### src/hdl/soc_mem_pkg.sv
// shared definitions for the memory subsystem
// bus widths, core-local timer addresses, FSM state and target enums
`default_nettype none

package soc_mem_pkg;

    // single 64-bit beat per transaction
    localparam int ADDR_W = 64;
    localparam int DATA_W = 64;

    // core-local timer registers
    localparam logic [ADDR_W-1:0] MTIME_ADDR    = 64'h0200_BFF8;
    localparam logic [ADDR_W-1:0] MTIMECMP_ADDR = 64'h0200_4000;

    // arbiter FSM
    typedef enum logic [1:0] {
        ARB_IDLE,
        ARB_REQ,
        ARB_WAIT
    } arb_state_e;

    // slave picked by the address decoder
    typedef enum logic {
        TGT_RAM,
        TGT_TIMER
    } bus_target_e;

    // RAM bridge FSM
    typedef enum logic [1:0] {
        BR_IDLE,
        BR_READ,
        BR_RESP
    } bridge_state_e;

endpackage

`default_nettype wire

### src/hdl/mem_arbiter.sv
// fetch/data arbiter with data priority
// single outstanding master on the internal bus, one-cycle acks
`timescale 1ns/1ns
`default_nettype none

module mem_arbiter (
    input  wire                             clk,
    input  wire                             i_arst_n,
    input  wire                             i_fetch_req,
    input  wire [soc_mem_pkg::ADDR_W-1:0]   i_fetch_addr,
    output logic                            o_fetch_ack,
    output logic [soc_mem_pkg::DATA_W-1:0]  o_fetch_data,
    input  wire                             i_data_rd,
    input  wire                             i_data_wr,
    input  wire [soc_mem_pkg::ADDR_W-1:0]   i_data_addr,
    input  wire [soc_mem_pkg::DATA_W-1:0]   i_data_wdata,
    output logic                            o_data_ack,
    output logic [soc_mem_pkg::DATA_W-1:0]  o_data_rdata,
    output logic                            o_req_valid,
    input  wire                             i_req_ready,
    output logic                            o_req_write,
    output logic                            o_req_fetch,
    output logic [soc_mem_pkg::ADDR_W-1:0]  o_req_addr,
    output logic [soc_mem_pkg::DATA_W-1:0]  o_req_wdata,
    input  wire                             i_rsp_valid,
    input  wire [soc_mem_pkg::DATA_W-1:0]   i_rsp_rdata
);
    import soc_mem_pkg::*;

    arb_state_e        state_q;
    logic              gnt_data_q;
    logic [DATA_W-1:0] rdata_q;
    logic              data_req;
    logic              ack_busy;
    logic              sample;

    assign data_req = i_data_rd | i_data_wr;
    // requester still holds its level during the ack cycle
    assign ack_busy = o_fetch_ack | o_data_ack;
    assign sample   = (state_q == ARB_IDLE) && !ack_busy;

    assign o_req_valid = (state_q == ARB_REQ);

    always_ff @(posedge clk or negedge i_arst_n) begin
        if (!i_arst_n) begin
            state_q     <= ARB_IDLE;
            gnt_data_q  <= 1'b0;
            o_fetch_ack <= 1'b0;
            o_data_ack  <= 1'b0;
        end else begin
            o_fetch_ack <= 1'b0;
            o_data_ack  <= 1'b0;
            case (state_q)
                ARB_IDLE: begin
                    if (sample && (data_req || i_fetch_req)) begin
                        gnt_data_q <= data_req;
                        state_q    <= ARB_REQ;
                    end
                end
                ARB_REQ: begin
                    if (i_req_ready) begin
                        state_q <= ARB_WAIT;
                    end
                end
                ARB_WAIT: begin
                    if (i_rsp_valid) begin
                        o_data_ack  <= gnt_data_q;
                        o_fetch_ack <= !gnt_data_q;
                        state_q     <= ARB_IDLE;
                    end
                end
                default: state_q <= ARB_IDLE;
            endcase
        end
    end

    // latch the winning command, data port first
    always_ff @(posedge clk) begin
        if (sample) begin
            o_req_write <= data_req && i_data_wr;
            o_req_fetch <= !data_req;
            o_req_addr  <= data_req ? i_data_addr : i_fetch_addr;
            o_req_wdata <= i_data_wdata;
        end
        if ((state_q == ARB_WAIT) && i_rsp_valid) begin
            rdata_q <= i_rsp_rdata;
        end
    end

    // only the acked port looks at its data
    assign o_fetch_data = rdata_q;
    assign o_data_rdata = rdata_q;

    a_one_ack: assert property (@(posedge clk) disable iff (!i_arst_n)
        !(o_fetch_ack && o_data_ack));

    a_one_outstanding: assert property (@(posedge clk) disable iff (!i_arst_n)
        (o_req_valid && i_req_ready) |=> !o_req_valid until_with i_rsp_valid);

endmodule

`default_nettype wire

### src/hdl/bus_decoder.sv
// address decoder for the internal bus
// routes requests to the timer or the RAM bridge and returns the reply
`timescale 1ns/1ns
`default_nettype none

module bus_decoder (
    input  wire                             clk,
    input  wire                             i_arst_n,
    input  wire                             i_req_valid,
    output logic                            o_req_ready,
    input  wire                             i_req_write,
    input  wire                             i_req_fetch,
    input  wire [soc_mem_pkg::ADDR_W-1:0]   i_req_addr,
    input  wire [soc_mem_pkg::DATA_W-1:0]   i_req_wdata,
    output logic                            o_rsp_valid,
    output logic [soc_mem_pkg::DATA_W-1:0]  o_rsp_rdata,
    output logic                            o_ram_req_valid,
    input  wire                             i_ram_req_ready,
    output logic                            o_ram_req_write,
    output logic                            o_ram_req_fetch,
    output logic [soc_mem_pkg::ADDR_W-1:0]  o_ram_req_addr,
    output logic [soc_mem_pkg::DATA_W-1:0]  o_ram_req_wdata,
    input  wire                             i_ram_rsp_valid,
    input  wire [soc_mem_pkg::DATA_W-1:0]   i_ram_rsp_rdata,
    output logic                            o_tmr_req_valid,
    input  wire                             i_tmr_req_ready,
    output logic                            o_tmr_req_write,
    output logic [soc_mem_pkg::ADDR_W-1:0]  o_tmr_req_addr,
    output logic [soc_mem_pkg::DATA_W-1:0]  o_tmr_req_wdata,
    input  wire                             i_tmr_rsp_valid,
    input  wire [soc_mem_pkg::DATA_W-1:0]   i_tmr_rsp_rdata
);
    import soc_mem_pkg::*;

    bus_target_e tgt_sel;
    bus_target_e tgt_q;
    logic        busy_q;
    logic        xfer;

    // timer owns exactly two addresses, everything else is RAM
    assign tgt_sel = ((i_req_addr == MTIME_ADDR) || (i_req_addr == MTIMECMP_ADDR)) ?
                     TGT_TIMER : TGT_RAM;

    assign o_ram_req_valid = i_req_valid && (tgt_sel == TGT_RAM);
    assign o_ram_req_write = i_req_write;
    assign o_ram_req_fetch = i_req_fetch;
    assign o_ram_req_addr  = i_req_addr;
    assign o_ram_req_wdata = i_req_wdata;

    assign o_tmr_req_valid = i_req_valid && (tgt_sel == TGT_TIMER);
    assign o_tmr_req_write = i_req_write;
    assign o_tmr_req_addr  = i_req_addr;
    assign o_tmr_req_wdata = i_req_wdata;

    assign o_req_ready = (tgt_sel == TGT_TIMER) ? i_tmr_req_ready : i_ram_req_ready;
    assign xfer        = i_req_valid && o_req_ready;

    // target of the transfer in flight
    always_ff @(posedge clk or negedge i_arst_n) begin
        if (!i_arst_n) begin
            tgt_q  <= TGT_RAM;
            busy_q <= 1'b0;
        end else if (xfer) begin
            tgt_q  <= tgt_sel;
            busy_q <= 1'b1;
        end else if (o_rsp_valid) begin
            busy_q <= 1'b0;
        end
    end

    assign o_rsp_valid = (tgt_q == TGT_TIMER) ? i_tmr_rsp_valid : i_ram_rsp_valid;
    assign o_rsp_rdata = (tgt_q == TGT_TIMER) ? i_tmr_rsp_rdata : i_ram_rsp_rdata;

    a_rsp_outstanding: assert property (@(posedge clk) disable iff (!i_arst_n)
        o_rsp_valid |-> busy_q);

endmodule

`default_nettype wire

### src/hdl/ram_bridge.sv
// internal bus to external RAM pin adapter
// instruction reads, data reads and data writes, one beat each
`timescale 1ns/1ns
`default_nettype none

module ram_bridge (
    input  wire                             clk,
    input  wire                             i_arst_n,
    input  wire                             i_req_valid,
    output logic                            o_req_ready,
    input  wire                             i_req_write,
    input  wire                             i_req_fetch,
    input  wire [soc_mem_pkg::ADDR_W-1:0]   i_req_addr,
    input  wire [soc_mem_pkg::DATA_W-1:0]   i_req_wdata,
    output logic                            o_rsp_valid,
    output logic [soc_mem_pkg::DATA_W-1:0]  o_rsp_rdata,
    output logic                            o_read_ram_ena,
    output logic                            o_read_inst_ena,
    output logic [soc_mem_pkg::ADDR_W-1:0]  o_addr_outp,
    input  wire [soc_mem_pkg::DATA_W-1:0]   i_inst_data_in,
    input  wire [soc_mem_pkg::DATA_W-1:0]   i_ram_data_in,
    output logic                            o_write_ram_ena,
    output logic [soc_mem_pkg::DATA_W-1:0]  o_write_ram_data,
    output logic [soc_mem_pkg::ADDR_W-1:0]  o_write_ram_addr
);
    import soc_mem_pkg::*;

    bridge_state_e     state_q;
    logic              fetch_q;
    logic [ADDR_W-1:0] addr_q;
    logic              xfer;

    assign o_req_ready = (state_q == BR_IDLE);
    assign xfer        = i_req_valid && o_req_ready;

    // write: IDLE -> RESP, read: IDLE -> READ -> RESP
    always_ff @(posedge clk or negedge i_arst_n) begin
        if (!i_arst_n) begin
            state_q <= BR_IDLE;
        end else begin
            case (state_q)
                BR_IDLE: begin
                    if (xfer) begin
                        state_q <= i_req_write ? BR_RESP : BR_READ;
                    end
                end
                BR_READ: state_q <= BR_RESP;
                BR_RESP: state_q <= BR_IDLE;
                default: state_q <= BR_IDLE;
            endcase
        end
    end

    always_ff @(posedge clk) begin
        if (xfer) begin
            fetch_q <= i_req_fetch;
            addr_q  <= i_req_addr;
        end
    end

    // write strobe goes out in the transfer cycle itself
    assign o_write_ram_ena  = xfer && i_req_write;
    assign o_write_ram_addr = i_req_addr;
    assign o_write_ram_data = i_req_wdata;

    assign o_read_inst_ena = (state_q == BR_READ) && fetch_q;
    assign o_read_ram_ena  = (state_q == BR_READ) && !fetch_q;
    assign o_addr_outp     = addr_q;

    // RAM answers one cycle after the read enable
    assign o_rsp_valid = (state_q == BR_RESP);
    assign o_rsp_rdata = fetch_q ? i_inst_data_in : i_ram_data_in;

    a_rd_wr_excl: assert property (@(posedge clk) disable iff (!i_arst_n)
        !(o_write_ram_ena && (o_read_ram_ena || o_read_inst_ena)));

endmodule

`default_nettype wire

### src/hdl/clint_timer.sv
// core-local timer
// free-running MTIME, writable MTIMECMP, registered timer interrupt
`timescale 1ns/1ns
`default_nettype none

module clint_timer (
    input  wire                             clk,
    input  wire                             i_arst_n,
    input  wire                             i_req_valid,
    output logic                            o_req_ready,
    input  wire                             i_req_write,
    input  wire [soc_mem_pkg::ADDR_W-1:0]   i_req_addr,
    input  wire [soc_mem_pkg::DATA_W-1:0]   i_req_wdata,
    output logic                            o_rsp_valid,
    output logic [soc_mem_pkg::DATA_W-1:0]  o_rsp_rdata,
    output logic                            o_timer_intr
);
    import soc_mem_pkg::*;

    logic [DATA_W-1:0] mtime_q;
    logic [DATA_W-1:0] mtimecmp_q;
    logic              wr_mtime;
    logic              wr_cmp;

    // never stalls the bus
    assign o_req_ready = 1'b1;

    assign wr_mtime = i_req_valid && i_req_write && (i_req_addr == MTIME_ADDR);
    assign wr_cmp   = i_req_valid && i_req_write && (i_req_addr == MTIMECMP_ADDR);

    always_ff @(posedge clk or negedge i_arst_n) begin
        if (!i_arst_n) begin
            mtime_q      <= '0;
            mtimecmp_q   <= '1;
            o_rsp_valid  <= 1'b0;
            o_timer_intr <= 1'b0;
        end else begin
            mtime_q      <= wr_mtime ? i_req_wdata : mtime_q + 1'b1;
            if (wr_cmp) begin
                mtimecmp_q <= i_req_wdata;
            end
            o_rsp_valid  <= i_req_valid;
            // level interrupt, held until MTIMECMP moves past MTIME
            o_timer_intr <= (mtime_q >= mtimecmp_q);
        end
    end

    // read data captured at the transfer
    always_ff @(posedge clk) begin
        if (i_req_valid && !i_req_write) begin
            o_rsp_rdata <= (i_req_addr == MTIME_ADDR) ? mtime_q : mtimecmp_q;
        end
    end

endmodule

`default_nettype wire

### src/hdl/soc_mem_top.sv
// memory subsystem top level
// arbiter, address decoder, RAM pin bridge and core-local timer
`timescale 1ns/1ns
`default_nettype none

module soc_mem_top (
    input  wire                             clk,
    input  wire                             i_arst_n,
    // instruction fetch port
    input  wire                             i_fetch_req,
    input  wire [soc_mem_pkg::ADDR_W-1:0]   i_fetch_addr,
    output logic                            o_fetch_ack,
    output logic [soc_mem_pkg::DATA_W-1:0]  o_fetch_data,
    // data port
    input  wire                             i_data_rd,
    input  wire                             i_data_wr,
    input  wire [soc_mem_pkg::ADDR_W-1:0]   i_data_addr,
    input  wire [soc_mem_pkg::DATA_W-1:0]   i_data_wdata,
    output logic                            o_data_ack,
    output logic [soc_mem_pkg::DATA_W-1:0]  o_data_rdata,
    // external RAM pins
    output logic                            o_read_ram_ena,
    output logic                            o_read_inst_ena,
    output logic [soc_mem_pkg::ADDR_W-1:0]  o_addr_outp,
    input  wire [soc_mem_pkg::DATA_W-1:0]   i_inst_data_in,
    input  wire [soc_mem_pkg::DATA_W-1:0]   i_ram_data_in,
    output logic                            o_write_ram_ena,
    output logic [soc_mem_pkg::DATA_W-1:0]  o_write_ram_data,
    output logic [soc_mem_pkg::ADDR_W-1:0]  o_write_ram_addr,
    // machine timer interrupt
    output logic                            o_timer_intr
);

    // arbiter to decoder
    logic                            bus_req_valid;
    logic                            bus_req_ready;
    logic                            bus_req_write;
    logic                            bus_req_fetch;
    logic [soc_mem_pkg::ADDR_W-1:0]  bus_req_addr;
    logic [soc_mem_pkg::DATA_W-1:0]  bus_req_wdata;
    logic                            bus_rsp_valid;
    logic [soc_mem_pkg::DATA_W-1:0]  bus_rsp_rdata;

    // decoder to RAM bridge
    logic                            ram_req_valid;
    logic                            ram_req_ready;
    logic                            ram_req_write;
    logic                            ram_req_fetch;
    logic [soc_mem_pkg::ADDR_W-1:0]  ram_req_addr;
    logic [soc_mem_pkg::DATA_W-1:0]  ram_req_wdata;
    logic                            ram_rsp_valid;
    logic [soc_mem_pkg::DATA_W-1:0]  ram_rsp_rdata;

    // decoder to timer
    logic                            tmr_req_valid;
    logic                            tmr_req_ready;
    logic                            tmr_req_write;
    logic [soc_mem_pkg::ADDR_W-1:0]  tmr_req_addr;
    logic [soc_mem_pkg::DATA_W-1:0]  tmr_req_wdata;
    logic                            tmr_rsp_valid;
    logic [soc_mem_pkg::DATA_W-1:0]  tmr_rsp_rdata;

    mem_arbiter u_mem_arbiter (
        .clk          (clk),
        .i_arst_n     (i_arst_n),
        .i_fetch_req  (i_fetch_req),
        .i_fetch_addr (i_fetch_addr),
        .o_fetch_ack  (o_fetch_ack),
        .o_fetch_data (o_fetch_data),
        .i_data_rd    (i_data_rd),
        .i_data_wr    (i_data_wr),
        .i_data_addr  (i_data_addr),
        .i_data_wdata (i_data_wdata),
        .o_data_ack   (o_data_ack),
        .o_data_rdata (o_data_rdata),
        .o_req_valid  (bus_req_valid),
        .i_req_ready  (bus_req_ready),
        .o_req_write  (bus_req_write),
        .o_req_fetch  (bus_req_fetch),
        .o_req_addr   (bus_req_addr),
        .o_req_wdata  (bus_req_wdata),
        .i_rsp_valid  (bus_rsp_valid),
        .i_rsp_rdata  (bus_rsp_rdata)
    );

    bus_decoder u_bus_decoder (
        .clk             (clk),
        .i_arst_n        (i_arst_n),
        .i_req_valid     (bus_req_valid),
        .o_req_ready     (bus_req_ready),
        .i_req_write     (bus_req_write),
        .i_req_fetch     (bus_req_fetch),
        .i_req_addr      (bus_req_addr),
        .i_req_wdata     (bus_req_wdata),
        .o_rsp_valid     (bus_rsp_valid),
        .o_rsp_rdata     (bus_rsp_rdata),
        .o_ram_req_valid (ram_req_valid),
        .i_ram_req_ready (ram_req_ready),
        .o_ram_req_write (ram_req_write),
        .o_ram_req_fetch (ram_req_fetch),
        .o_ram_req_addr  (ram_req_addr),
        .o_ram_req_wdata (ram_req_wdata),
        .i_ram_rsp_valid (ram_rsp_valid),
        .i_ram_rsp_rdata (ram_rsp_rdata),
        .o_tmr_req_valid (tmr_req_valid),
        .i_tmr_req_ready (tmr_req_ready),
        .o_tmr_req_write (tmr_req_write),
        .o_tmr_req_addr  (tmr_req_addr),
        .o_tmr_req_wdata (tmr_req_wdata),
        .i_tmr_rsp_valid (tmr_rsp_valid),
        .i_tmr_rsp_rdata (tmr_rsp_rdata)
    );

    ram_bridge u_ram_bridge (
        .clk              (clk),
        .i_arst_n         (i_arst_n),
        .i_req_valid      (ram_req_valid),
        .o_req_ready      (ram_req_ready),
        .i_req_write      (ram_req_write),
        .i_req_fetch      (ram_req_fetch),
        .i_req_addr       (ram_req_addr),
        .i_req_wdata      (ram_req_wdata),
        .o_rsp_valid      (ram_rsp_valid),
        .o_rsp_rdata      (ram_rsp_rdata),
        .o_read_ram_ena   (o_read_ram_ena),
        .o_read_inst_ena  (o_read_inst_ena),
        .o_addr_outp      (o_addr_outp),
        .i_inst_data_in   (i_inst_data_in),
        .i_ram_data_in    (i_ram_data_in),
        .o_write_ram_ena  (o_write_ram_ena),
        .o_write_ram_data (o_write_ram_data),
        .o_write_ram_addr (o_write_ram_addr)
    );

    clint_timer u_clint_timer (
        .clk          (clk),
        .i_arst_n     (i_arst_n),
        .i_req_valid  (tmr_req_valid),
        .o_req_ready  (tmr_req_ready),
        .i_req_write  (tmr_req_write),
        .i_req_addr   (tmr_req_addr),
        .i_req_wdata  (tmr_req_wdata),
        .o_rsp_valid  (tmr_rsp_valid),
        .o_rsp_rdata  (tmr_rsp_rdata),
        .o_timer_intr (o_timer_intr)
    );

endmodule

`default_nettype wire

### config.mk
export PLATFORM = sky130hd
export DESIGN_NAME = soc_mem_top
export DESIGN_NICKNAME = d
export VERILOG_FILES = /design/src/hdl/soc_mem_pkg.sv /design/src/hdl/mem_arbiter.sv /design/src/hdl/bus_decoder.sv /design/src/hdl/ram_bridge.sv /design/src/hdl/clint_timer.sv /design/src/hdl/soc_mem_top.sv
export SDC_FILE = /design/constraint.sdc
export NUM_CORES = 1
export LEC_CHECK = 0
export ABC_AREA = 1
export BUFFER_PORTS_ARGS = -buffer_cell sky130_fd_sc_hd__buf_2
export CAP_MARGIN = 20
export CORE_AREA = 10 10 248 250
export DETAILED_ROUTE_END_ITERATION = 16
export DIE_AREA = 0 0 258 260
export GPL_ROUTABILITY_DRIVEN = 0
export PLACE_DENSITY = 0.71
export SLEW_MARGIN = 20
export SYNTH_ARGS = -nofsm -noshare
export SYNTH_HDL_FRONTEND = slang
export SYNTH_HIERARCHICAL = 1
export SYNTH_SLANG_ARGS = --single-unit
### constraint.sdc
create_clock -name clk -period 25.8 [get_ports clk]
set_input_delay 7.74 -clock clk [delete_from_list [all_inputs] [get_ports clk]]
set_output_delay 7.74 -clock clk [all_outputs]
set_load 0.02 [all_outputs]
## After elaboration in Yosys (flattened, before gate mapping)

Cells that the tools add are included.

- Input bits: 325
- Output and inout bits: 326
- Memories: 0
- Latch bits: 0
- ROM bits: 0
- Memory bits (writable): 0
- Register bits: 461
- Word-level logic and storage cells: 78

- Eq/ne operators: 10
- Multiplexer cells: 19
- $mul: 0
- Add/sub/neg operators: 1
- Shift-type cells: 0
- Reduce and logical (&&, ||, !) cells: 26
- Order comparisons: 1
- Divide/modulo/power cells: 0
- Bitwise logic cells: 3

Operators with widths:

| operator | count |
|---|---|
| $mux 64 | 5 |
| $eq 64x26->1 const B | 2 |
| $add 64x1->64 const B | 1 |
| $ge 64x64->1 | 1 |
| $logic_and 1x1->1 | 15 |
| $mux 2 | 5 |
| $mux 1 | 7 |
| $pmux 2 s3 | 1 |
| $logic_not 1->1 | 5 |
| $eq 2x1->1 const B | 2 |
| $eq 2x2->1 const B | 2 |
| $logic_not 2->1 | 2 |
| $ne 2x1->1 const B | 2 |
| $ne 2x2->1 const B | 2 |
| $pmux 2 s2 | 1 |
| $reduce_and 3->1 | 1 |
| $logic_or 1x1->1 | 2 |
| $or 1x1->1 | 2 |
| $reduce_and 2->1 | 1 |
| $not 1->1 | 1 |

## Longest topological paths before layout

- Word-level depth: 8
- Mapped depth: 16
- Mapped depth without buffers: 15

## By module

Netlist, hierarchy kept.

By module, submodules not included:

| module | area an instance (sq um) | times used | cells an instance | sequential area each (sq um) |
|---|---|---|---|---|
| clint_timer | 11722.5 | 1 | 1596 | 5255.0 |
| mem_arbiter | 7374.6 | 1 | 493 | 5950.7 |
| ram_bridge | 3853.7 | 1 | 414 | 2001.9 |
| bus_decoder | 3101.7 | 1 | 421 | 25.0 |

## Least setup slack after synthesis

Ideal clock, no wire load.

- Path kind: register -> register
- Start point: register u_mem_arbiter.state_q[1]
- End point: register u_mem_arbiter/o_req_addr[0] in the netlist's numbering, enable pin
- Path buffers: 0
- Clock period less this slack: 13807 ps
- Arrival time: 12868 ps
- Setup slack: 11993 ps
- Required time: 24862 ps
- Stages on the path, launching flop included: 2
- Setup time: 938 ps
- Path through: dfrtp_1 nor4_1

- Longest elaborated chain between the ends: 2

Ends and longest elaborated chain:

| what | line | source |
|---|---|---|
| start: declaration | mem_arbiter.sv:30 | `arb_state_e state_q;` |
| start signal: assignment | mem_arbiter.sv:46 | `state_q <= ARB_IDLE;` |
| start signal: assignment | mem_arbiter.sv:57 | `state_q <= ARB_REQ;` |
| start signal: assignment | mem_arbiter.sv:62 | `state_q <= ARB_WAIT;` |
| $logic_not 2->1 | mem_arbiter.sv:40 | `assign sample = (state_q == ARB_IDLE) && !ack_busy;` |
| $logic_and 1x1->1 | mem_arbiter.sv:40 |  |
| via u_mem_arbiter.sample | mem_arbiter.sv:35 | `logic sample;` |
| end signal: assignment | mem_arbiter.sv:82 | `o_req_addr <= data_req ? i_data_addr : i_fetch_addr;` |
| end: declaration | mem_arbiter.sv:23 | `output logic [soc_mem_pkg::ADDR_W-1:0] o_req_addr,` |

The timed path passes the listed nets, and every way through them passes these cells.
A chain may end at the register's enable or synchronous reset.

## Final worst setup path

- Start point: register u_mem_arbiter/o_req_addr[27] in the netlist's numbering
- End point: output o_write_ram_ena

- Longest elaborated chain between the ends: 7
- Elaborated cells on any way between the ends: 8
- Classes of those cells: eq/ne (2); mux (1); bitwise (1); reduce/logical (4)

Ends and longest elaborated chain:

| what | line | source |
|---|---|---|
| $eq 64x26->1 | bus_decoder.sv:41 | `assign tgt_sel = ((i_req_addr == MTIME_ADDR) \|\| (i_req_addr == MTIMECMP_ADDR)) ?` |
| $logic_or 1x1->1 (*) | bus_decoder.sv:41 |  |
| $mux 1 (*) | bus_decoder.sv:41 |  |
| $not 1->1 (*) | bus_decoder.sv:44 | `assign o_ram_req_valid = i_req_valid && (tgt_sel == TGT_RAM);` |
| $logic_and 1x1->1 (*) | bus_decoder.sv:44 |  |
| via ram_req_valid | soc_mem_top.sv:45 | `logic ram_req_valid;` |
| $logic_and 1x1->1 (*) | ram_bridge.sv:34 | `assign xfer = i_req_valid && o_req_ready;` |
| $logic_and 1x1->1 (*) | ram_bridge.sv:62 | `assign o_write_ram_ena = xfer && i_req_write;` |
| end: declaration | soc_mem_top.sv:27 | `output logic o_write_ram_ena,` |

The timed path passes the listed nets; every way through them passes the cells marked *.

==> impl_metrics.toml <==
[place]
dp_cells = 3814
dpl.hpwl_mm = 60.5
dp_slack_ns = 16.19
io_buffers = 650
placed_area_sq_mm = 0.0265

[layout]
stdcell_count = 3918
regArea_sq_mm = 0.0132
final_common_cell = "nand2_1"
postLayoutCoreUtil_pct = 50.2
multiInputGateArea_sq_mm = 0.00832
syn_to_final_growth_pct = 8.51
design_area_sq_mm = 0.0283
final_nets = 3502
layout-drive-gt1-share_pct = 28.3
final_cell_mix = "nand2_1, buf_2, edfxtp_1, nor2_1, inv_1"
n_fill_cell = 5327

[routing]
first_iter_violations = 1752
post_drt_wl_per_cell_um = 19.8
drtAntennaViolNets = 0
vias = 19183
routed_wl_mm = 77.4
first_pass_iters = 8
drc = 0
viasPerCell = 4.90

[global_routing]
antenna_found_initial = 6
grt_usage_pct = 22.0
grt_max_degree = 88
grt-ovfl-total = 0
grt_pass1_vias = 18576
grt_pass1_wl_mm = 113

[synth]
synth-edff-count = 323
ys_seq_area_share_pct = 50.8
synthTopCellsByArea = "edfxtp_1, nand2_1, buf_4"
yosysTopAreaCellShare_pct = 37.2
ys_types = 34
ys_ff_latch = 461
avgSynthCellArea_sq_um = 8.91
ys_dominant_reg_cell = "edfxtp_1"
netlist_area_sq_mm = 0.0261
syn_inst = 2924
yosys.area.top_type = "edfxtp_1"
async_flop_share_pct = 29.9
synth_nets = 3314
yosys_warnings = 6

[sta]
tns_ns = 0
maxSlewViolCount = 0
fin_skew_ns = 0.0443
rsz0062_at_grt = "false"
fmaxAchievable_mhz = 98.1
fin_crit_sh_pct = 39.5
period_minus_slack_ns = 10.20
hold_viol = 0
setup_viol = 0
worst_slew_pin_slew_ns = 1.08
maxSlewHeadroom_pct = 28.0
setup_ws_ns = 15.60
whs_ns = 0.422

[cts]
clk_pin_slew_ns = 0.06
cts_buffers = 52
clockBufferDepth = 3
postCtsSetupRepairBufs = 0
cts_root_buffer = "clkbuf_16"
cts.sinks = 461
cts.repair.resized = 0
htreeDepth = 2
cts_tree = "yes"
hold_buffers = 0
insertion_delay_ns = 0.61

[critical_path]
rrSetupSlack_ns = 21.74
path_class = "reg -> out"
rr_worst_depth = 9
startpoint = "u_mem_arbiter/o_req_addr[27]$_DFFE_PP_"
r2r-end = "u_clint_timer/o_rsp_rdata[60]$_DFFE_PP_"
cp-end-kind = "output port"
critical_path.endpoint = "o_write_ram_ena"
crit_required_ns = 18.06
cp_max_fo = 6
crit_path_start_kind = "register"
reg2reg_from = "u_mem_arbiter/o_req_addr[57]$_DFFE_PP_"
arrival_ns = 2.46

[pwr]
fin_total_pwr_mw = 1.57
power_density_mw_per_mm2 = 55.5
ir_drop_uv = 56.0
power_leakage_nw = 12.9

[die]
die-area_sq_mm = 0.0671
rows = 87
ios = 651
core_area_sq_mm = 0.0563
initial_core_util_pct = 46.3
die_h_um = 260
dieWidth_um = 258

[run]
maxCapViolations = 0

[hold_path]
hp-class = "reg -> reg"

[outcome]
outcome = "finished, final reports clean"
[how the worst min path moves through the flow]
stage	start	endpoint	slack (ns)	cells after the start
after floorplan	u_mem_arbiter/gnt_data_q$_DFFE_PN0P_	u_mem_arbiter/o_fetch_ack$_DFF_PN0_	0.43	1
after global placement	u_mem_arbiter/o_req_fetch$_DFFE_PP_	u_ram_bridge/fetch_q$_DFFE_PP_	0.40	0
after detailed placement	u_mem_arbiter/o_req_fetch$_DFFE_PP_	u_ram_bridge/fetch_q$_DFFE_PP_	0.41	0
after CTS	u_mem_arbiter/o_req_fetch$_DFFE_PP_	u_ram_bridge/fetch_q$_DFFE_PP_	0.42	0
after global routing	u_mem_arbiter/o_req_fetch$_DFFE_PP_	u_ram_bridge/fetch_q$_DFFE_PP_	0.45	0
final	u_mem_arbiter/o_req_fetch$_DFFE_PP_	u_ram_bridge/fetch_q$_DFFE_PP_	0.42	0
[sequential cells by signal, indices dropped and copies added, names as in the netlist]
signal and cells:
u_mem_arbiter/state_q 2, u_clint_timer/mtime_q 64, u_mem_arbiter/o_req_wdata 64, u_mem_arbiter/o_req_write 1, u_clint_timer/o_rsp_valid 1, u_clint_timer/o_timer_intr 1
u_ram_bridge/state_q 2, u_mem_arbiter/o_data_ack 1, u_mem_arbiter/o_data_rdata 64, u_mem_arbiter/o_req_fetch 1, u_ram_bridge/o_addr_outp 64, u_clint_timer/mtimecmp_q 64
u_bus_decoder/tgt_q 1, u_ram_bridge/fetch_q 1, u_mem_arbiter/o_req_addr 64, u_mem_arbiter/o_fetch_ack 1, u_mem_arbiter/gnt_data_q 1, u_clint_timer/o_rsp_rdata 64
[layer usage]
layer	vias to the layer above	track usage, %	wire, um
li1	9292	-	-
met1	8957	27.7	31700
met2	803	36.9	37500
met3	131	4.23	5720
met4	0	8.30	2560
met5	-	0	0
[cell families after synthesis]
kind of cell	count (synthesis)	synth area share [%]
AO/OA/AOI/OAI	97	1.92
other	1	0.0144
adder cells (fa/ha/maj)	65	3.12
buffers and inverters	707	17.4
AND/OR/NAND/NOR	1487	22.5
flip-flops	461	50.8
XOR/XNOR	41	1.38
multiplexers	65	2.81
[Yosys cell counts, types with 19 or more instances]
cell type and number:
a21oi_1 26, buf_2 38, buf_4 469, dfrtp_1 74, dfstp_2 64, edfxtp_1 323, ha_1 65, inv_1 169
mux2_2 65, nand2_1 1074, nand3_1 130, nor2_1 231, nor3_1 19, o21ai_0 65, xor2_1 39
[where the power goes]
part | internal (mW) | total, mW | switching [mW]
logic | 0.0229 | 0.0459 | 0.0230
registers | 0.790 | 0.790 | 0
clock network | 0.430 | 0.734 | 0.304
[critical path, cell delays in order (launching register included)]
cell and delay, ns:
edfxtp_1 0.43, nor2_1 0.14, nand2_1 0.07, nor2_1 0.16, nand2_1 0.09, nor2_1 0.26
nand3_2 0.25, nand2_1 0.11, inv_1 0.05, nand2_1 0.08, nor3_1 0.05, buf_2 0.17
[layout make-up]
cell class	instances	share of cell area [%]
antenna	6	0.0531
clock inverter	20	0.682
multi-input combinational	1756	29.4
clock buffer	78	5.38
timing repair buffer	669	12.0
inverter	172	2.28
sequential	461	46.8
tap	756	3.35
(Power assumes the default switching activity.)
